**src/bridge_pkg.sv**
```systemverilog
`default_nettype none

package bridge_pkg;

    localparam int mem_aw      = 14;                       // Byte address width of the RAM
    localparam int word_aw     = mem_aw - 1;               // Word address width on the bus
    localparam int queue_depth = 2;                        // Request entries per converter
    localparam int queue_ptr_w = (queue_depth > 1) ? $clog2(queue_depth) : 1; // Queue index
    localparam int queue_cnt_w = $clog2(queue_depth + 1);  // Fill level, 0 to queue_depth

    // One 16-bit bus request from a requester
    typedef struct packed {
        logic               valid;    // Request strobe, one cycle per request
        logic               we;       // Write when set, read when clear
        logic [word_aw-1:0] addr;     // Word address
        logic [1:0]         bytesel;  // Bit 0 low byte, bit 1 high byte
        logic [15:0]        wdata;    // Write data
    } bus_req_t;

    // Completion for reads and writes alike
    typedef struct packed {
        logic        valid;  // Completion strobe
        logic [15:0] rdata;  // Read data, unselected lanes zero
    } bus_rsp_t;

    // Single byte access toward the RAM
    typedef struct packed {
        logic              valid;  // Access strobe
        logic              we;     // Write when set
        logic [mem_aw-1:0] addr;   // Byte address, LSB picks odd/even byte
        logic [7:0]        wdata;  // Write byte
    } byte_req_t;

endpackage

`default_nettype wire

```
**src/bus_converter.sv**
```systemverilog
`timescale 1ns/100ps
`default_nettype none

module bus_converter
    import bridge_pkg::*;
(
    input  logic      clk,          // System clock
    input  logic      rst,          // Active-high asynchronous reset
    input  bus_req_t  req,          // Request from the port's requester
    output bus_rsp_t  rsp,          // Completion back to the requester
    output logic      credit,       // Returns one queue entry
    output byte_req_t mem_req,      // Byte access toward the arbiter
    input  logic      grant,        // Arbiter accepts mem_req this cycle
    input  logic [7:0] rdata,       // Shared RAM read byte
    input  logic      rdata_valid   // rdata belongs to this port
);

    typedef enum logic [2:0] {
        s_idle,
        s_low,
        s_high,
        s_wait,
        s_done
    } state_t;

    bus_req_t               queue_mem [queue_depth];  // Request storage
    logic [queue_ptr_w-1:0] wr_ptr;                   // Next free slot
    logic [queue_ptr_w-1:0] rd_ptr;                   // Head slot
    logic [queue_cnt_w-1:0] count;                    // Entries held
    bus_req_t               head;                     // Request being worked on
    logic                   head_valid;               // Queue not empty
    logic                   push;
    logic                   pop;
    state_t                 state;                    // Registered FSM state
    state_t                 cur;                      // Effective state this cycle
    state_t                 state_nxt;
    logic                   lane_hi;                  // Outstanding read is the high byte
    logic [15:0]            rdata_q;                  // Collected read bytes

    function automatic logic [queue_ptr_w-1:0] ptr_inc(input logic [queue_ptr_w-1:0] p);
        return (p == queue_ptr_w'(queue_depth - 1)) ? '0 : p + 1'b1; // Wrap at depth
    endfunction

    assign push       = req.valid;
    assign head       = queue_mem[rd_ptr];
    assign head_valid = (count != '0);
    assign pop        = (cur == s_done);  // Entry freed with the response

    always_ff @(posedge clk) begin
        if (push) begin
            queue_mem[wr_ptr] <= req;
        end
    end

    always_ff @(posedge clk or posedge rst) begin
        if (rst) begin
            wr_ptr <= '0;
            rd_ptr <= '0;
            count  <= '0;
        end else begin
            if (push) begin
                wr_ptr <= ptr_inc(wr_ptr);
            end
            if (pop) begin
                rd_ptr <= ptr_inc(rd_ptr);
            end
            case ({push, pop})
                2'b10:   count <= count + 1'b1;
                2'b01:   count <= count - 1'b1;
                default: count <= count;  // Both or neither
            endcase
        end
    end

    // Idle looks straight through to the first step of a waiting request
    always_comb begin
        cur = state;
        if (state == s_idle) begin
            if (!head_valid) begin
                cur = s_idle;
            end else if (head.bytesel[0]) begin
                cur = s_low;   // Low byte always goes first
            end else if (head.bytesel[1]) begin
                cur = s_high;
            end else begin
                cur = s_done;  // Nothing selected so answer at once
            end
        end
    end

    always_comb begin
        state_nxt = cur;  // Hold while not granted
        mem_req   = '0;
        case (cur)
            s_low: begin
                mem_req.valid = 1'b1;
                mem_req.we    = head.we;
                mem_req.addr  = {head.addr, 1'b0};  // Even byte
                mem_req.wdata = head.wdata[7:0];
                if (grant) begin
                    if (!head.we) begin
                        state_nxt = s_wait;
                    end else if (head.bytesel[1]) begin
                        state_nxt = s_high;
                    end else begin
                        state_nxt = s_done;
                    end
                end
            end
            s_high: begin
                mem_req.valid = 1'b1;
                mem_req.we    = head.we;
                mem_req.addr  = {head.addr, 1'b1};  // Odd byte
                mem_req.wdata = head.wdata[15:8];
                if (grant) begin
                    state_nxt = head.we ? s_done : s_wait;
                end
            end
            s_wait: begin
                if (rdata_valid) begin
                    state_nxt = (!lane_hi && head.bytesel[1]) ? s_high : s_done;
                end
            end
            s_done: state_nxt = s_idle;
            default: state_nxt = s_idle;
        endcase
    end

    always_ff @(posedge clk or posedge rst) begin
        if (rst) begin
            state   <= s_idle;
            lane_hi <= 1'b0;
            rdata_q <= '0;
        end else begin
            state <= state_nxt;
            if (grant && mem_req.valid && !mem_req.we) begin
                lane_hi <= (cur == s_high);  // Remember which lane the read fills
            end
            if (cur == s_done) begin
                rdata_q <= '0;  // Clean slate for the next request
            end else if (cur == s_wait && rdata_valid) begin
                if (lane_hi) begin
                    rdata_q[15:8] <= rdata;
                end else begin
                    rdata_q[7:0] <= rdata;
                end
            end
        end
    end

    assign rsp.valid = (cur == s_done);
    assign rsp.rdata = rsp.valid ? rdata_q : '0;  // Writes and empty selects give zero
    assign credit    = rsp.valid;

    // Requester must never send without a credit
    a_no_overflow: assert property (@(posedge clk) disable iff (rst)
        push |-> (count < queue_depth) || pop);

    // Read data only comes back for a read this port got granted
    a_rdata_after_read: assert property (@(posedge clk) disable iff (rst)
        rdata_valid |-> $past(grant && mem_req.valid && !mem_req.we));

endmodule

`default_nettype wire

```
**config.mk**
```make
export PLATFORM = sky130hd
export DESIGN_NAME = bus_converter
export DESIGN_NICKNAME = d
export VERILOG_FILES = /design/src/bridge_pkg.sv /design/src/bus_converter.sv
export SDC_FILE = /design/constraint.sdc
export NUM_CORES = 1
export LEC_CHECK = 0
export BUFFER_PORTS_ARGS = -buffer_cell sky130_fd_sc_hd__buf_2
export CORE_UTILIZATION = 60
export CTS_BUF_LIST = sky130_fd_sc_hd__clkbuf_4
export CTS_CLUSTER_DIAMETER = 200
export DETAILED_ROUTE_END_ITERATION = 6
export PLACE_DENSITY = 0.88
export SETUP_SLACK_MARGIN = 0.2
export SYNTH_ARGS = -nofsm -noshare
export SYNTH_HDL_FRONTEND = slang
export SYNTH_SLANG_ARGS = --single-unit
export TNS_END_PERCENT = 50
```
**constraint.sdc**
```tcl
create_clock -name clk -period 3.9 [get_ports clk]
set_input_delay 0.39 -clock clk [delete_from_list [all_inputs] [get_ports clk]]
set_output_delay 0.39 -clock clk [all_outputs]
set_load 0.03 [all_outputs]
```
==> Implementation_results.wiki <==
{| class="wikitable"
! Metric !! Value
|-
| Run status || finished clean
|-
| Relative slew slack || 27.3%
|-
| Total iterations of the first detailed-routing run || 5
|-
| Pre-CTS setup slack || 1.02 ns
|-
| Hold buffer count at cts || 0
|-
| Maximum number of pins on one net before global-route repair || 33
|-
| Vert. Die Dim || 80.9 um
|-
| Port Buffers || 86
|-
| Total via count in the routed design || 2416
|-
| Post-synthesis to final-layout area growth || 16.5%
|-
| Worst Max-Slew Pin Slew || 1.08 ns
|-
| Clock buffer count from CTS || 9
|-
| Most frequent standard cell in the layout excluding fill and tap cells || buf_2
|-
| Standby leakage power || 1.87 nW
|-
| Maximum operating frequency || 298 MHz
|-
| CTS root buf || clkbuf_4
|-
| Required time of the worst setup path || 3.51 ns
|-
| Total die area || 6540 um2
|-
| Number of endpoints with negative hold slack in the final report || 0
|-
| Count of pins on the block boundary || 87
|-
| Final-stage net count || 401
|-
| Number of distinct library cells after synthesis || 43
|-
| Pwr Density || 761 nW/um2
|-
| Initial standard-cell utilization of the core || 62.6%
|-
| Total of cells resized after clock tree synthesis || 0
|-
| RePlAce Congestion || 0.906
|-
| Max-capacitance violation count || 0
|-
| Type of the tightest min-delay check || input pin to async pin
|-
| Finished layout cell area || 4350 um2
|-
| Most used cells in the layout excluding fill and tap cells || buf_2, edfxtp_1, mux2i_1
|-
| VDD IR max || 508 uV
|-
| GRT overflow || 0
|-
| Number of buffers inserted to repair setup after CTS || 0
|-
| Fraction of layout cells with a size suffix above 1 || 32.2%
|-
| Highest net fanout along the worst path || 32
|-
| Standard cell core area || 5960 um2
|-
| Via-per-instance ratio || 5.55
|-
| Setup total negative slack || 0 ns
|-
| Number of antenna violations at the first check in global routing || 0
|-
| Capturing element type of the critical path || output port
|-
| Maximum count of clock buffers along a single path || 2
|-
| Per-instance average area after synthesis || 13.8 um2
|-
| Overall fraction of global-route tracks in use || 21.8%
|-
| Syn Inst Count || 271
|-
| Worst-case clock skew || 0.0121 ns
|-
| Clk Latency, worst-skew pair || 0.42 ns
|-
| Number of antenna cells inserted || 0
|-
| Crit-path max cell delay || 0.82 ns
|-
| Post-layout worst setup margin || 0.547 ns
|-
| Area after DPL || 4200 um2
|-
| Slowest CP cell || a21boi_2
|-
| Final Setup Violations || 0
|-
| Final HPWL DP || 4510 um
|-
| Total DRC errors in the routed layout || 0
|-
| Part of the cycle the worst path needs || 86.0%
|-
| CTS clk-pin slew, worst paths || 0.13 ns
|-
| Crit-path cells || nor3b_2 -> o22ai_1 -> a21boi_2 -> and2_1 -> buf_2
|-
| Sequential-to-total area share from yosys stat || 67.6%
|-
| Sum of routed wire length over all layers || 6630 um
|-
| CTS tree || done
|-
| Global-route wire length before repair || 10200 um
|-
| Sinks on Clock Net || 88
|-
| Post-synthesis cell area || 3730 um2
|-
| Horizontal extent of the die || 80.9 um
|-
| Critical path launch point type || register
|-
| Final Critical Period || 3.35 ns
|-
| Average routed wire per standard cell || 15.2 um
|-
| Count of H-tree levels built during CTS || 3
|-
| Setup Crit Path Kind || register to output port
|-
| Setup repair after global routing missed its margin || false
|-
| Count of routing violations after the opening detailed-route iteration || 202
|-
| Worst endpoint data arrival time || 2.96 ns
|-
| Number of routed nets with antenna violations || 0
|-
| FF+latch count, synth || 88
|-
| Syn. warnings || 0
|-
| Final max-slew violation count || 0
|-
| Core Rows || 28
|-
| Net count after synthesis || 317
|-
| Via count of the first global-routing pass || 2216
|}
==> worst max-delay path, delay by kind of cell, from the launching register on <==
family                 cells  cell delay, ns
AND/OR/NAND/NOR            2            0.58
AO/OA/AOI/OAI              2            0.97
buffers and inverters      1            0.20
flip-flops                 1            0.79
==> worst paths after layout <==
kind,from,endpoint,slack [ns],cells past startpoint
max,rd_ptr,rsp[9],0.55,5
min,rst,rdata_q[13],0.14,2
max reg2reg,rd_ptr,count[1],1.02,6
min reg2reg,count[1],count[1],0.51,1
max in group asynchronous,rst,rd_ptr,3.14,2
min in group clk,req[29],queue_mem[0][29],0.14,1
==> flip-flops by register name, indices dropped and copies added (netlist names) <==
name	flops
rd_ptr	1
lane_hi	1
state	3
rdata_q	16
queue_mem	64
count	2
wr_ptr	1
==> cell usage after synthesis (all sizes together) <==
master | number | area (um2)
nand3 | 9 | 50.1
ha | 1 | 12.5
nand2 | 12 | 45.0
nand2b | 1 | 6.26
o221a | 1 | 11.3
clkbuf | 3 | 11.3
buf | 13 | 72.6
o31ai | 2 | 20.0
or3b | 1 | 8.76
mux2i | 40 | 400
inv | 6 | 22.5
nor2b | 1 | 6.26
nor3 | 2 | 15.0
or4 | 1 | 11.3
edfxtp | 64 | 1920
o221ai | 2 | 17.5
nor3b | 1 | 12.5
or3 | 1 | 6.26
xnor2 | 2 | 17.5
o21ai | 4 | 23.8
o32a | 1 | 10.0
a221oi | 2 | 17.5
a21boi | 1 | 11.3
nand3b | 1 | 7.51
and2 | 18 | 113
o211ai | 1 | 7.51
nor2 | 31 | 116
xor2 | 3 | 26.3
o22ai | 9 | 56.3
dfrtp | 24 | 601
and4b | 1 | 10.0
nor4 | 1 | 6.26
nand4 | 1 | 6.26
a21oi | 10 | 50.1
==> per-stage QoR <==
step / std cells / total power [mW] / utilization (%) / hold slack [ns]
2_1_floorplan: 271 / 2.48 / - / 0.405
3_3_place_gp: 419 / 2.79 / 70.6 / 0.491
3_5_place_dp: 419 / 2.82 / 70.6 / 0.484
4_1_cts: 435 / 3.33 / 73.0 / 0.116
5_1_grt: 435 / 3.50 / 73.0 / 0.0976
6_report: 435 / 3.31 / 73.0 / 0.140
==> report_power, final <==
| part | leakage [nW] | switching [mW] | internal, mW | total, mW |
|---|---|---|---|---|
| Sequential | 0.919 | 0.171 | 1.24 | 1.41 |
| Combinational | 0.883 | 0.931 | 0.459 | 1.39 |
| Clock | 0.0730 | 0.303 | 0.205 | 0.508 |
==> routing by layer <==
metal  GRT usage [%]  up-vias  share of wire, %
met5               0        -                 0
met1            26.8     1134                42
met4            9.46        0               1.1
met3            6.63        7               7.2
li1                -     1166                 -
met2            35.6      109                50
==> area by class of cell <==
type                    instances  area [um2]
flip-flops and latches         88        2520
fillers                       428        1610
multi-input cells             161        1110
repair buffers                 89         453
well taps                      75        93.8
clock buffers                  10        75.1
clock inverters                 6        67.6
inverters                       6        22.5
==> cells by family (layout without fill, tap and decap cells) <==
group / after synthesis / in the layout / share of synthesized area, %
AO/OA/AOI/OAI: 33 / 33 / 6.04
XOR/XNOR: 5 / 5 / 1.17
adder cells (fa/ha/maj): 1 / 1 / 0.335
buffers and inverters: 22 / 111 / 2.85
flip-flops: 88 / 88 / 67.6
multiplexers: 40 / 40 / 10.7
AND/OR/NAND/NOR: 82 / 82 / 11.3
Note: power is estimated with default switching activity, not from simulation.
