$ cat src/bridge_pkg.sv
`default_nettype none

package bridge_pkg;

    localparam int mem_aw      = 14;                       // Byte address width of the RAM
    localparam int word_aw     = mem_aw - 1;               // Word address width on the bus
    localparam int queue_depth = 2;                        // Request entries per converter
    localparam int queue_ptr_w = (queue_depth > 1) ? $clog2(queue_depth) : 1; // Queue index
    localparam int queue_cnt_w = $clog2(queue_depth + 1);  // Fill level, 0 to queue_depth

    // One 16-bit bus request from a requester
    typedef struct packed {
        logic               valid;    // Request strobe, one cycle per request
        logic               we;       // Write when set, read when clear
        logic [word_aw-1:0] addr;     // Word address
        logic [1:0]         bytesel;  // Bit 0 low byte, bit 1 high byte
        logic [15:0]        wdata;    // Write data
    } bus_req_t;

    // Completion for reads and writes alike
    typedef struct packed {
        logic        valid;  // Completion strobe
        logic [15:0] rdata;  // Read data, unselected lanes zero
    } bus_rsp_t;

    // Single byte access toward the RAM
    typedef struct packed {
        logic              valid;  // Access strobe
        logic              we;     // Write when set
        logic [mem_aw-1:0] addr;   // Byte address, LSB picks odd/even byte
        logic [7:0]        wdata;  // Write byte
    } byte_req_t;

endpackage

`default_nettype wire

$ cat src/byte_arbiter.sv
`timescale 1ns/100ps
`default_nettype none

module byte_arbiter
    import bridge_pkg::*;
(
    input  logic       clk,            // System clock
    input  logic       rst,            // Async reset, active high
    input  byte_req_t  req_a,          // Byte access from port a
    input  byte_req_t  req_b,          // Byte access from port b
    output logic       grant_a,
    output logic       grant_b,
    output byte_req_t  mem_req,        // Winning access to the RAM
    input  logic [7:0] mem_rdata,      // RAM read byte, one cycle after the read
    output logic       rdata_valid_a,  // mem_rdata is for port a
    output logic       rdata_valid_b   // mem_rdata is for port b
);

    logic last_b;  // Port b won the last grant

    // Contention goes to whoever did not win last time
    assign grant_a = req_a.valid && (!req_b.valid || last_b);
    assign grant_b = req_b.valid && (!req_a.valid || !last_b);

    always_comb begin
        if (grant_a) begin
            mem_req = req_a;
        end else if (grant_b) begin
            mem_req = req_b;
        end else begin
            mem_req = '0;  // Idle RAM cycle
        end
    end

    always_ff @(posedge clk or posedge rst) begin
        if (rst) begin
            last_b        <= 1'b0;
            rdata_valid_a <= 1'b0;
            rdata_valid_b <= 1'b0;
        end else begin
            if (grant_a || grant_b) begin
                last_b <= grant_b;
            end
            rdata_valid_a <= grant_a && !req_a.we;  // Tag next cycle's read byte
            rdata_valid_b <= grant_b && !req_b.we;
        end
    end

    a_one_grant: assert property (@(posedge clk) disable iff (rst)
        !(grant_a && grant_b));

    // RAM read bus rests at zero unless it carries a byte for a port
    a_rdata_idle_zero: assert property (@(posedge clk) disable iff (rst)
        !(rdata_valid_a || rdata_valid_b) |-> (mem_rdata == '0));

endmodule

`default_nettype wire

$ cat config.mk
export PLATFORM = sky130hd
export DESIGN_NAME = byte_arbiter
export DESIGN_NICKNAME = d
export VERILOG_FILES = /design/src/bridge_pkg.sv /design/src/byte_arbiter.sv
export SDC_FILE = /design/constraint.sdc
export NUM_CORES = 1
export LEC_CHECK = 0
export BUFFER_PORTS_ARGS = -buffer_cell sky130_fd_sc_hd__buf_2
export CORE_ASPECT_RATIO = 0.75
export CORE_MARGIN = 4
export CORE_UTILIZATION = 25
export CTS_CLUSTER_DIAMETER = 120
export DETAILED_ROUTE_END_ITERATION = 8
export PLACE_DENSITY = 0.89
export REMOVE_ABC_BUFFERS = 1
export SLEW_MARGIN = 10
export SYNTH_ARGS = -nofsm -noshare
export SYNTH_HDL_FRONTEND = slang
export SYNTH_SLANG_ARGS = --single-unit
$ cat constraint.sdc
create_clock -name clk -period 1.3 [get_ports clk]
set_input_delay 0.13 -clock clk [delete_from_list [all_inputs] [get_ports clk]]
set_output_delay 0.13 -clock clk [all_outputs]
set_load 0.02 [all_outputs]
==> results.cfg, run 1 <==
[floorplan]
floorplan.die_area_um2 = 2522
floorplan.io_pins = 86
die_width_um = 56.67
fp-row-count = 12
core-area_um2 = 1577
die-height_um = 44.51
floorplan.initialDensity_pct = 28.17

[yosys]
ys.warnings.count = 0
synthesis.area_per_instance_um2 = 10.33
postSynthRegisterBits = 3
netlist-cell-type-count = 16
synth_compound_area_share_pct = 57.18
muxShareOfSynthArea_pct = 0
synth_top_family_by_area = compound AO/OA/AOI/OAI gates
post_synth_inst_count = 43
synth_xor_xnor_area_share_pct = 0
seq_area_frac_synth_pct = 16.90
synth_simple_gate_area_share_pct = 8.451
synthesis.area_um2 = 444.2
synth-adder-area-share_pct = 0

[drt]
drtAntennaViolNets = 0
routed-wl-met2_um = 1255
met1_length_um = 994
detailedRoute.firstIterationViolations = 17
post_drt_via_cell_ratio = 5.193
topRoutingLayerUsed = met3
vias = 753
iteration_count_of_the_initial_detailed_routing_pass = 4
route.final.wire_length_um = 2433
dr_wl_met3_um = 183
route.detailed.wl_per_inst_um = 16.78
drt_drc_violations_left = 0

[timing]
transition_time_of_the_tightest_slew_check_pin_ns = 0.1599
slew_violations = 0
layout_setup_ws_ns = -0.2377
report.final.hold_viol_count = 0
highest_achievable_clock_rate_mhz = 650.3
minimum_clock_period_ns = 1.538
timing.final.crit_share_pct = 118.3
finalSetupViolCount = 25
fin_worst_skew_ns = 0.0009338
rsz0062_at_grt = true
worst_slew_margin_rel_pct = 89.34

[pwr]
power_leakage_uw = 0.0006182
power_density_nw_per_um2 = 805.3
vdd_ir_drop_max_v = 0.0005497
finalPower_uw = 851.4

[worst_setup_path]
crit_top_cell = sky130_fd_sc_hd__buf_6
start_kind = flip-flop
crit_fanout = 10
worst_path_max_delay_cell = sky130_fd_sc_hd__dfrtp_1
max_stage_delay_ns = 0.40
worstSetupPathType = flip-flop to output port
timing.critical_path.from = last_b
path_cells = buf_6 -> a21boi_4 -> buf_6 -> a32o_1 -> buf_4
worst_ep_arrival_time_ns = 1.41
timing.critical_path.to_type = output port
worstReg2RegStart = last_b
timing.critical_path.required_ns = 1.17

[clocking]
numCtsBuffers = 3
cts.sinks = 3
clock-root-buffer = sky130_fd_sc_hd__clkbuf_4
cts_htree_levels = 1
clockBufferDepth = 2
cts_tree = yes
worst_skew_pair.late_latency_ns = 0.23
clk_pin_slew_ns = 0.04

[placed_design]
dp_hpwl_um = 1694
place_congestion = 0.7868
io_buffer_count = 77
placed_cells_incl_taps = 140

[grt]
antenna_found_initial = 0
grt_first_pass_wirelength_um = 3553
first_global_vias = 800
globalRouteTotalUtil_pct = 17.77
grt_start_max_net_pins = 17
globalRoute.totalOverflow = 0

[flow_run]
max-cap-violations = 0

[layout]
fin_nets = 183
antennaDiodeCount = 0
drive_above_1_share_pct = 86.29
instances_no_fill = 145
filler_cell_count = 143
area_growth_from_synthesis_to_layout_pct = 138.0
most_common_library_cell_in_the_layout_ignoring_fill_and_taps = sky130_fd_sc_hd__buf_2
layout.cells.most_common_list = 53 x sky130_fd_sc_hd__buf_2, 24 x sky130_fd_sc_hd__buf_6, 17 x sky130_fd_sc_hd__a32o_2

[status]
failing_checks = negative setup slack
result_of_the_run = finished, violations left

[min_path]
hold_start = req_b[22]
worst_hold_path_type = primary input to flip-flop
## worst max-delay path: cells and delay by family, from the launching register on
kind | cells | cell delay, ns
flops | 1 | 0.40
buf+inv | 3 | 0.45
compound gates | 2 | 0.33
## synthesized netlist by cell type, drive strengths merged
| cell type | n | area, um^2 |
|---|---|---|
| a21boi | 1 | 18.77 |
| a21oi | 1 | 5.000 |
| a32o | 23 | 230.2 |
| and2 | 1 | 6.260 |
| and3b | 1 | 8.760 |
| buf | 7 | 70.07 |
| clkbuf | 1 | 3.750 |
| dfrtp | 3 | 75.07 |
| inv | 1 | 3.750 |
| nand2b | 1 | 6.260 |
| nor2 | 1 | 3.750 |
| nor2b | 1 | 6.260 |
| or2 | 1 | 6.260 |
## sequential cells by signal (all words and copies together) (netlist names)
register	cells
rdata_valid_a	1
last_b	1
rdata_valid_b	1
## through the flow
stage,setup slack [ns],util (%),cell area (um^2),TNS (ns),hold WS [ns]
6_report,-0.2377,67.06,1057,-4.221,0.07845
5_1_grt,-0.3052,67.06,1057,-6.273,0.06934
4_1_cts,-0.2074,63.73,1005,-4.314,0.06701
3_5_place_dp,0.001070,52.94,834.6,0,-0.002558
3_3_place_gp,0.01257,52.94,834.6,0,-0.009418
2_1_floorplan,-0.1130,-,370.4,-2.662,-0.1164
## timing repair
action | 4_1_cts | 5_1_grt
hold buffers | 1 | 0
setup endpoints to repair | 25 | 25
resized for setup | 42 | 26
setup buffers | 0 | 0
endpoints found under the hold margin | 3 | 0
## per-layer routing
metal,vias to the layer above,GRT usage [%]
met3,0,4.956
met2,39,32.95
met5,-,0
li1,355,-
met1,359,19.52
met4,0,6.635
## final cells by class
type | instances | area [um^2] | share of cell area, %
Multi-Input combinational cell | 31 | 320.3 | 30.30
Sequential cell | 3 | 75.07 | 7.101
Timing Repair Buffer | 85 | 605.6 | 57.28
Clock buffer | 4 | 26.28 | 2.485
Tap cell | 21 | 26.28 | 2.485
Inverter | 1 | 3.754 | 0.3550
## power breakdown
| group | switching (uW) | total, uW | internal (uW) | leakage [uW] |
|---|---|---|---|---|
| logic | 274 | 584 | 311 | 0.000565 |
| clock network | 44.1 | 159 | 115 | 0.0000150 |
| registers | 5.76 | 108 | 102 | 0.0000377 |
| total | 324 | 851 | 528 | 0.000618 |
## cell families (layout without fill, tap and decap cells)
group	count (synthesis)	in the layout
AOI/OAI and AO/OA	25	25
and+or+nand+nor	6	6
DFF	3	3
buffers and inverters	9	90
## worst paths after layout
| path | end | slack (ns) | cells past startpoint |
|---|---|---|---|
| min | rdata_valid_b | 0.08 | 2 |
| max reg2reg | rdata_valid_b | 0.25 | 4 |
| max | mem_req[13] | -0.24 | 5 |
| min in group asynchronous | rdata_valid_b | 0.31 | 3 |
| max in group asynchronous | last_b | 0.86 | 3 |
| min reg2reg | last_b | 0.51 | 1 |
No activity file was read; power rests on OpenSTA's default activity.
==> run 2: changes to the inputs <==
Settings changed: ABC_AREA from default to 1, CORE_MARGIN 4 to default, CORE_UTILIZATION 25 to 31, PLACE_DENSITY 0.89 to 0.8.
==> results.cfg, run 2 <==
[status]
result_of_the_run = finished, violations left
failing_checks = negative setup slack

[drt]
drtAntennaViolNets = 0
vias = 1009
detailedRoute.firstIterationViolations = 25
route.final.wire_length_um = 2805
iteration_count_of_the_initial_detailed_routing_pass = 4
drt_drc_violations_left = 0
route.detailed.wl_per_inst_um = 14.03
post_drt_via_cell_ratio = 5.045

[clocking]
cts_tree = yes
cts.sinks = 3
clk_pin_slew_ns = 0.04
cts_htree_levels = 1
worst_skew_pair.late_latency_ns = 0.24
numCtsBuffers = 3
clockBufferDepth = 2
clock-root-buffer = sky130_fd_sc_hd__clkbuf_4

[pwr]
power_leakage_uw = 0.0007638
internal_power_uw = 573.8
power_frac_clock_pct = 17.2
comb_power_share_pct = 72.6
power_density_nw_per_um2 = 730.2
vdd_ir_drop_max_v = 0.0004632
power.switching_fraction_pct = 44.96
seq_power_share_pct = 10.3
netSwitchingPower_uw = 468.6

[placed_design]
place_congestion = 0.7633
io_buffer_count = 77
place_ws_ns = 0.09942
dp_hpwl_um = 1718

[layout]
drive_above_1_share_pct = 76.97
filler_cell_count = 132
most_common_library_cell_in_the_layout_ignoring_fill_and_taps = sky130_fd_sc_hd__buf_2
area_growth_from_synthesis_to_layout_pct = 122.9
fin_nets = 237
seqCellArea_um2 = 75.07
largestRegisters = last_b: 1 flops, rdata_valid_a: 1 flops, rdata_valid_b: 1 flops
layout.cells.most_common_list = 52 x sky130_fd_sc_hd__buf_2, 25 x sky130_fd_sc_hd__buf_6, 23 x sky130_fd_sc_hd__nand3_1
area_taken_by_multi_input_logic_gates_um2 = 611.8
antennaDiodeCount = 0

[yosys]
synthesis.area_per_instance_um2 = 6.815
seq_area_frac_synth_pct = 11.72
ys_async_sr_fraction_pct = 100.0
postSynthRegisterBits = 3
ys.flop_type = sky130_fd_sc_hd__dfrtp_1
synth.area.top_cells = sky130_fd_sc_hd__nand3_2 30%, sky130_fd_sc_hd__nand3_1 21%, sky130_fd_sc_hd__nand2_1 15%
netlist-cell-type-count = 13
post_synth_inst_count = 94
netlist.top_cell.by_area = sky130_fd_sc_hd__nand3_2
ys.warnings.count = 0
synthesis.area_um2 = 640.6
post_synth_most_frequent_cells = 27 x sky130_fd_sc_hd__nand3_1, 26 x sky130_fd_sc_hd__nand2_1, 19 x sky130_fd_sc_hd__nand3_2, 4 x sky130_fd_sc_hd__buf_4
synth-edff-count = 0
synth_top_area_share_pct = 29.69
synth.most_common_cell = sky130_fd_sc_hd__nand3_1

[timing]
fin_worst_skew_ns = 0.005847
slew_violations = 0
report.final.hold_viol_count = 0
timing.final.crit_share_pct = 105.6
finalSetupViolCount = 24
transition_time_of_the_tightest_slew_check_pin_ns = 0.4321
highest_achievable_clock_rate_mhz = 728.7
layout_setup_ws_ns = -0.07222
rsz0062_at_grt = true
worst_slew_margin_rel_pct = 71.20
minimum_clock_period_ns = 1.372
tns_ns = -1.256

[floorplan]
floorplan.initialDensity_pct = 34.85
fp-row-count = 13
die-height_um = 41.37
floorplan.die_area_um2 = 2254
floorplan.io_pins = 86
die_width_um = 54.49
core-area_um2 = 1838

[grt]
globalRouteTotalUtil_pct = 25.47
grt_first_pass_wirelength_um = 3898
antenna_found_initial = 0
grt_start_max_net_pins = 25
globalRoute.totalOverflow = 0
first_global_vias = 887

[worst_setup_path]
worst_ep_arrival_time_ns = 1.24
kind_of_cell_adding_the_most_delay_to_the_critical_path = flip-flops
timing.critical_path.required_ns = 1.17
start_kind = flip-flop
worst_path_max_delay_cell = sky130_fd_sc_hd__dfrtp_1
max_stage_delay_ns = 0.39
crit_top_cell = sky130_fd_sc_hd__buf_6
critPathBufInv = 3
crit_fanout = 6
path_cells = inv_2 -> nand2_8 -> buf_6 -> nand3_2 -> nand2_2 -> buf_6
worstSetupPathType = flip-flop to output port
setup.reg_to_reg.worst_slack_ns = 0.40
timing.critical_path.to_type = output port

[flow_run]
max-cap-violations = 0

[min_path]
worst_hold_path_type = primary input to flip-flop
run 2: layer usage:
layer | vias to the layer above | track usage, % | routed length, um
li1 | 491 | - | -
met1 | 462 | 26.28 | 1046
met2 | 54 | 51.52 | 1561
met3 | 2 | 5.072 | 179
met4 | 0 | 10.26 | 18
met5 | - | 0 | 0
run 2: repair_timing:
| action | in CTS | in global routing |
|---|---|---|
| cloned | 3 | 0 |
| hold endpoints to repair | 3 | 0 |
| pin swaps | 4 | 5 |
| hold buffers | 1 | 0 |
| endpoints found under the setup margin | 26 | 26 |
| buffers inserted | 4 | 0 |
| gates resized for setup | 63 | 19 |
run 2: final timing paths:
| kind | startpoint | endpoint | depth (start not counted) |
|---|---|---|---|
| max | last_b | mem_req[5] | 6 |
| max reg2reg | last_b | rdata_valid_b | 4 |
| min in group asynchronous | rst | last_b | 3 |
| min | req_b[22] | rdata_valid_b | 2 |
| min reg2reg | last_b | last_b | 3 |
| max in group asynchronous | rst | rdata_valid_a | 3 |
run 2: worst reg2reg max path, delay by kind of cell, from the launching register on:
family                 cells  cell delay [ns]
buffers and inverters      1             0.16
DFF                        1             0.39
and+or+nand+nor            3             0.27
run 2: layout make-up:
cell class,count,share of cell area [%]
inverters,4,1.052
well taps,22,1.928
repair buffers,88,47.06
flip-flops and latches,3,5.259
multi-input cells,79,42.86
clock buffers,4,1.840
run 2: logic make-up after synthesis:
kind of cell	after synthesis	share of synthesized area, %
AO/OA/AOI/OAI	1	0.7805
buffers and inverters	14	16.80
AND/OR/NAND/NOR	76	70.70
flip-flops	3	11.72
run 2: power groups by stage:
stage | logic [uW] | clock network (uW) | registers (uW)
6_report | 756 | 179 | 107
3_5_place_dp | 502 | 0 | 109
3_3_place_gp | 487 | 0 | 110
4_1_cts | 709 | 162 | 106
2_1_floorplan | 255 | 0 | 114
5_1_grt | 802 | 193 | 108
run 2: per-stage QoR:
stage	hold slack, ns	area (um^2)	power [uW]	utilization, %	instances
after floorplan	-0.1164	548.0	369.8	-	84
after global placement	-0.004748	1023	596.2	55.68	188
after detailed placement	-0.005051	1023	611.2	55.68	188
after CTS	0.07358	1353	977.1	73.59	200
after global routing	0.05692	1428	1103	77.67	200
final	0.06249	1428	1042	77.67	200
==> run 3: changes to the inputs <==
Settings changed: CELL_PAD_IN_SITES_DETAIL_PLACEMENT from default to 1, CELL_PAD_IN_SITES_GLOBAL_PLACEMENT from default to 2, CORE_UTILIZATION 31 to 13, PLACE_DENSITY 0.8 to default, PLACE_DENSITY_LB_ADDON from default to 0.1.
==> results.cfg, run 3 (same netlist as run 2, synthesis figures left out) <==
[status]
result_of_the_run = finished, violations left
failing_checks = negative setup slack

[layout]
filler_cell_count = 586
area_growth_from_synthesis_to_layout_pct = 127.5
most_common_library_cell_in_the_layout_ignoring_fill_and_taps = sky130_fd_sc_hd__buf_2
drive_above_1_share_pct = 80.79
fin_nets = 236
largestRegisters = last_b: 1 flops, rdata_valid_a: 1 flops, rdata_valid_b: 1 flops
layout.cells.most_common_list = 53 x sky130_fd_sc_hd__buf_2, 23 x sky130_fd_sc_hd__nand2_2, 22 x sky130_fd_sc_hd__buf_6
antennaDiodeCount = 0

[worst_setup_path]
worst_path_max_delay_cell = sky130_fd_sc_hd__dfrtp_2
start_kind = flip-flop
timing.critical_path.to_type = output port
critPathBufInv = 3
max_stage_delay_ns = 0.41
timing.critical_path.required_ns = 1.17
worst_ep_arrival_time_ns = 1.20
worstSetupPathType = flip-flop to output port
crit_fanout = 8
kind_of_cell_adding_the_most_delay_to_the_critical_path = flip-flops
path_cells = inv_2 -> nand2_4 -> buf_12 -> nand3_2 -> nand2_2 -> buf_6

[pwr]
power_leakage_uw = 0.0007578
vdd_ir_drop_max_v = 0.0002609
power_density_nw_per_um2 = 757.7
finalPower_uw = 1104

[clocking]
clockBufferDepth = 2
cts.sinks = 3
worst_skew_pair.late_latency_ns = 0.21
cts_htree_levels = 1
numCtsBuffers = 3
cts_tree = yes
clk_pin_slew_ns = 0.03
clock-root-buffer = sky130_fd_sc_hd__clkbuf_8

[grt]
grt_start_max_net_pins = 25
antenna_found_initial = 0
grt_first_pass_wirelength_um = 4857
first_global_vias = 1077
globalRoute.totalOverflow = 0
globalRouteTotalUtil_pct = 11.37

[drt]
vias = 985
iteration_count_of_the_initial_detailed_routing_pass = 2
route.final.wire_length_um = 3028
drtAntennaViolNets = 0
route.detailed.wl_per_inst_um = 12.94
post_drt_via_cell_ratio = 4.209
drt_drc_violations_left = 0
detailedRoute.firstIterationViolations = 8

[floorplan]
floorplan.io_pins = 86
die-height_um = 62.80
die_width_um = 83.06
floorplan.die_area_um2 = 5216
floorplan.initialDensity_pct = 13.93
fp-row-count = 21
core-area_um2 = 4598

[timing]
fin_worst_skew_ns = 0.001391
transition_time_of_the_tightest_slew_check_pin_ns = 0.2766
layout_setup_ws_ns = -0.03324
tns_ns = -0.5580
report.final.hold_viol_count = 0
highest_achievable_clock_rate_mhz = 750.1
timing.final.crit_share_pct = 102.6
hold-worst-slack_ns = 0.09632
rsz0062_at_grt = true
finalSetupViolCount = 25
minimum_clock_period_ns = 1.333
slew_violations = 0
worst_slew_margin_rel_pct = 81.56

[min_path]
worst_hold_path_type = primary input to flip-flop

[placed_design]
io_buffer_count = 77
dp_hpwl_um = 2175
place_congestion = 0.6917
place_ws_ns = 0.09452

[flow_run]
max-cap-violations = 0
run 3: cell types whose count changed in the layout (fill, tap and decap cells not counted), moves of 2 or more:
cell                       delta
sky130_fd_sc_hd__nand2_2      +4
sky130_fd_sc_hd__buf_4        +2
sky130_fd_sc_hd__clkbuf_4     -3
sky130_fd_sc_hd__nand3_2      +3
sky130_fd_sc_hd__nand3_1      -2
sky130_fd_sc_hd__clkbuf_8     +3
sky130_fd_sc_hd__buf_6        -3
sky130_fd_sc_hd__nand2_1      -4
run 3: worst reg2reg max path, delay by kind of cell, from the launching register on:
kind / cells / cell delay (ns)
buffers and inverters: 1 / 0.16
DFF: 1 / 0.41
and+or+nand+nor: 3 / 0.32
run 3: metal layers:
metal  routed length (um)  share of wire [%]  global-route usage, %
met1                 1253                 41                  13.12
met5                    0                  0                      0
met3                  165                5.4                  1.585
met4                    0                  0                  2.586
met2                 1609                 53                  22.03
run 3: per-stage QoR:
stage	util, %	cell area [um^2]	std cells
global placement	23.37	1075	224
global route	31.70	1458	234
CTS	29.42	1353	231
finish	31.70	1458	234
floorplan	-	548.0	84
detailed placement	23.37	1075	224
run 3: what timing repair did:
item,CTS,global route
hold buffers,1,0
resized for setup,65,19
gates cloned,0,1
endpoints found under the hold margin,3,0
pin swaps,4,5
buffers inserted,2,2
endpoints found under the setup margin,25,26
run 3: final timing paths:
path	start	end	slack [ns]	depth (start not counted)
hold reg to reg	last_b	last_b	0.66	3
setup reg to reg	last_b	rdata_valid_b	0.33	4
max in group asynchronous	rst	last_b	0.83	3
setup / recovery	last_b	mem_req[5]	-0.03	6
min in group asynchronous	rst	last_b	0.33	3
hold / removal	req_b[22]	rdata_valid_b	0.1	2
run 3: report_power, final:
group	internal (uW)	switching [uW]	total, uW	leakage, uW
Combinational	343	388	731	0.000698
Clock	209	56.4	265	0.0000228
Sequential	103	5.13	109	0.0000372
run 3: area by class of cell:
cell class | instances | area, um^2 | area share, %
Tap cell | 57 | 71.32 | 4.893
Clock buffer | 4 | 45.04 | 3.090
Sequential cell | 3 | 76.32 | 5.236
Inverter | 4 | 15.01 | 1.030
Timing Repair Buffer | 88 | 645.6 | 44.29
Multi-Input combinational cell | 78 | 604.3 | 41.46
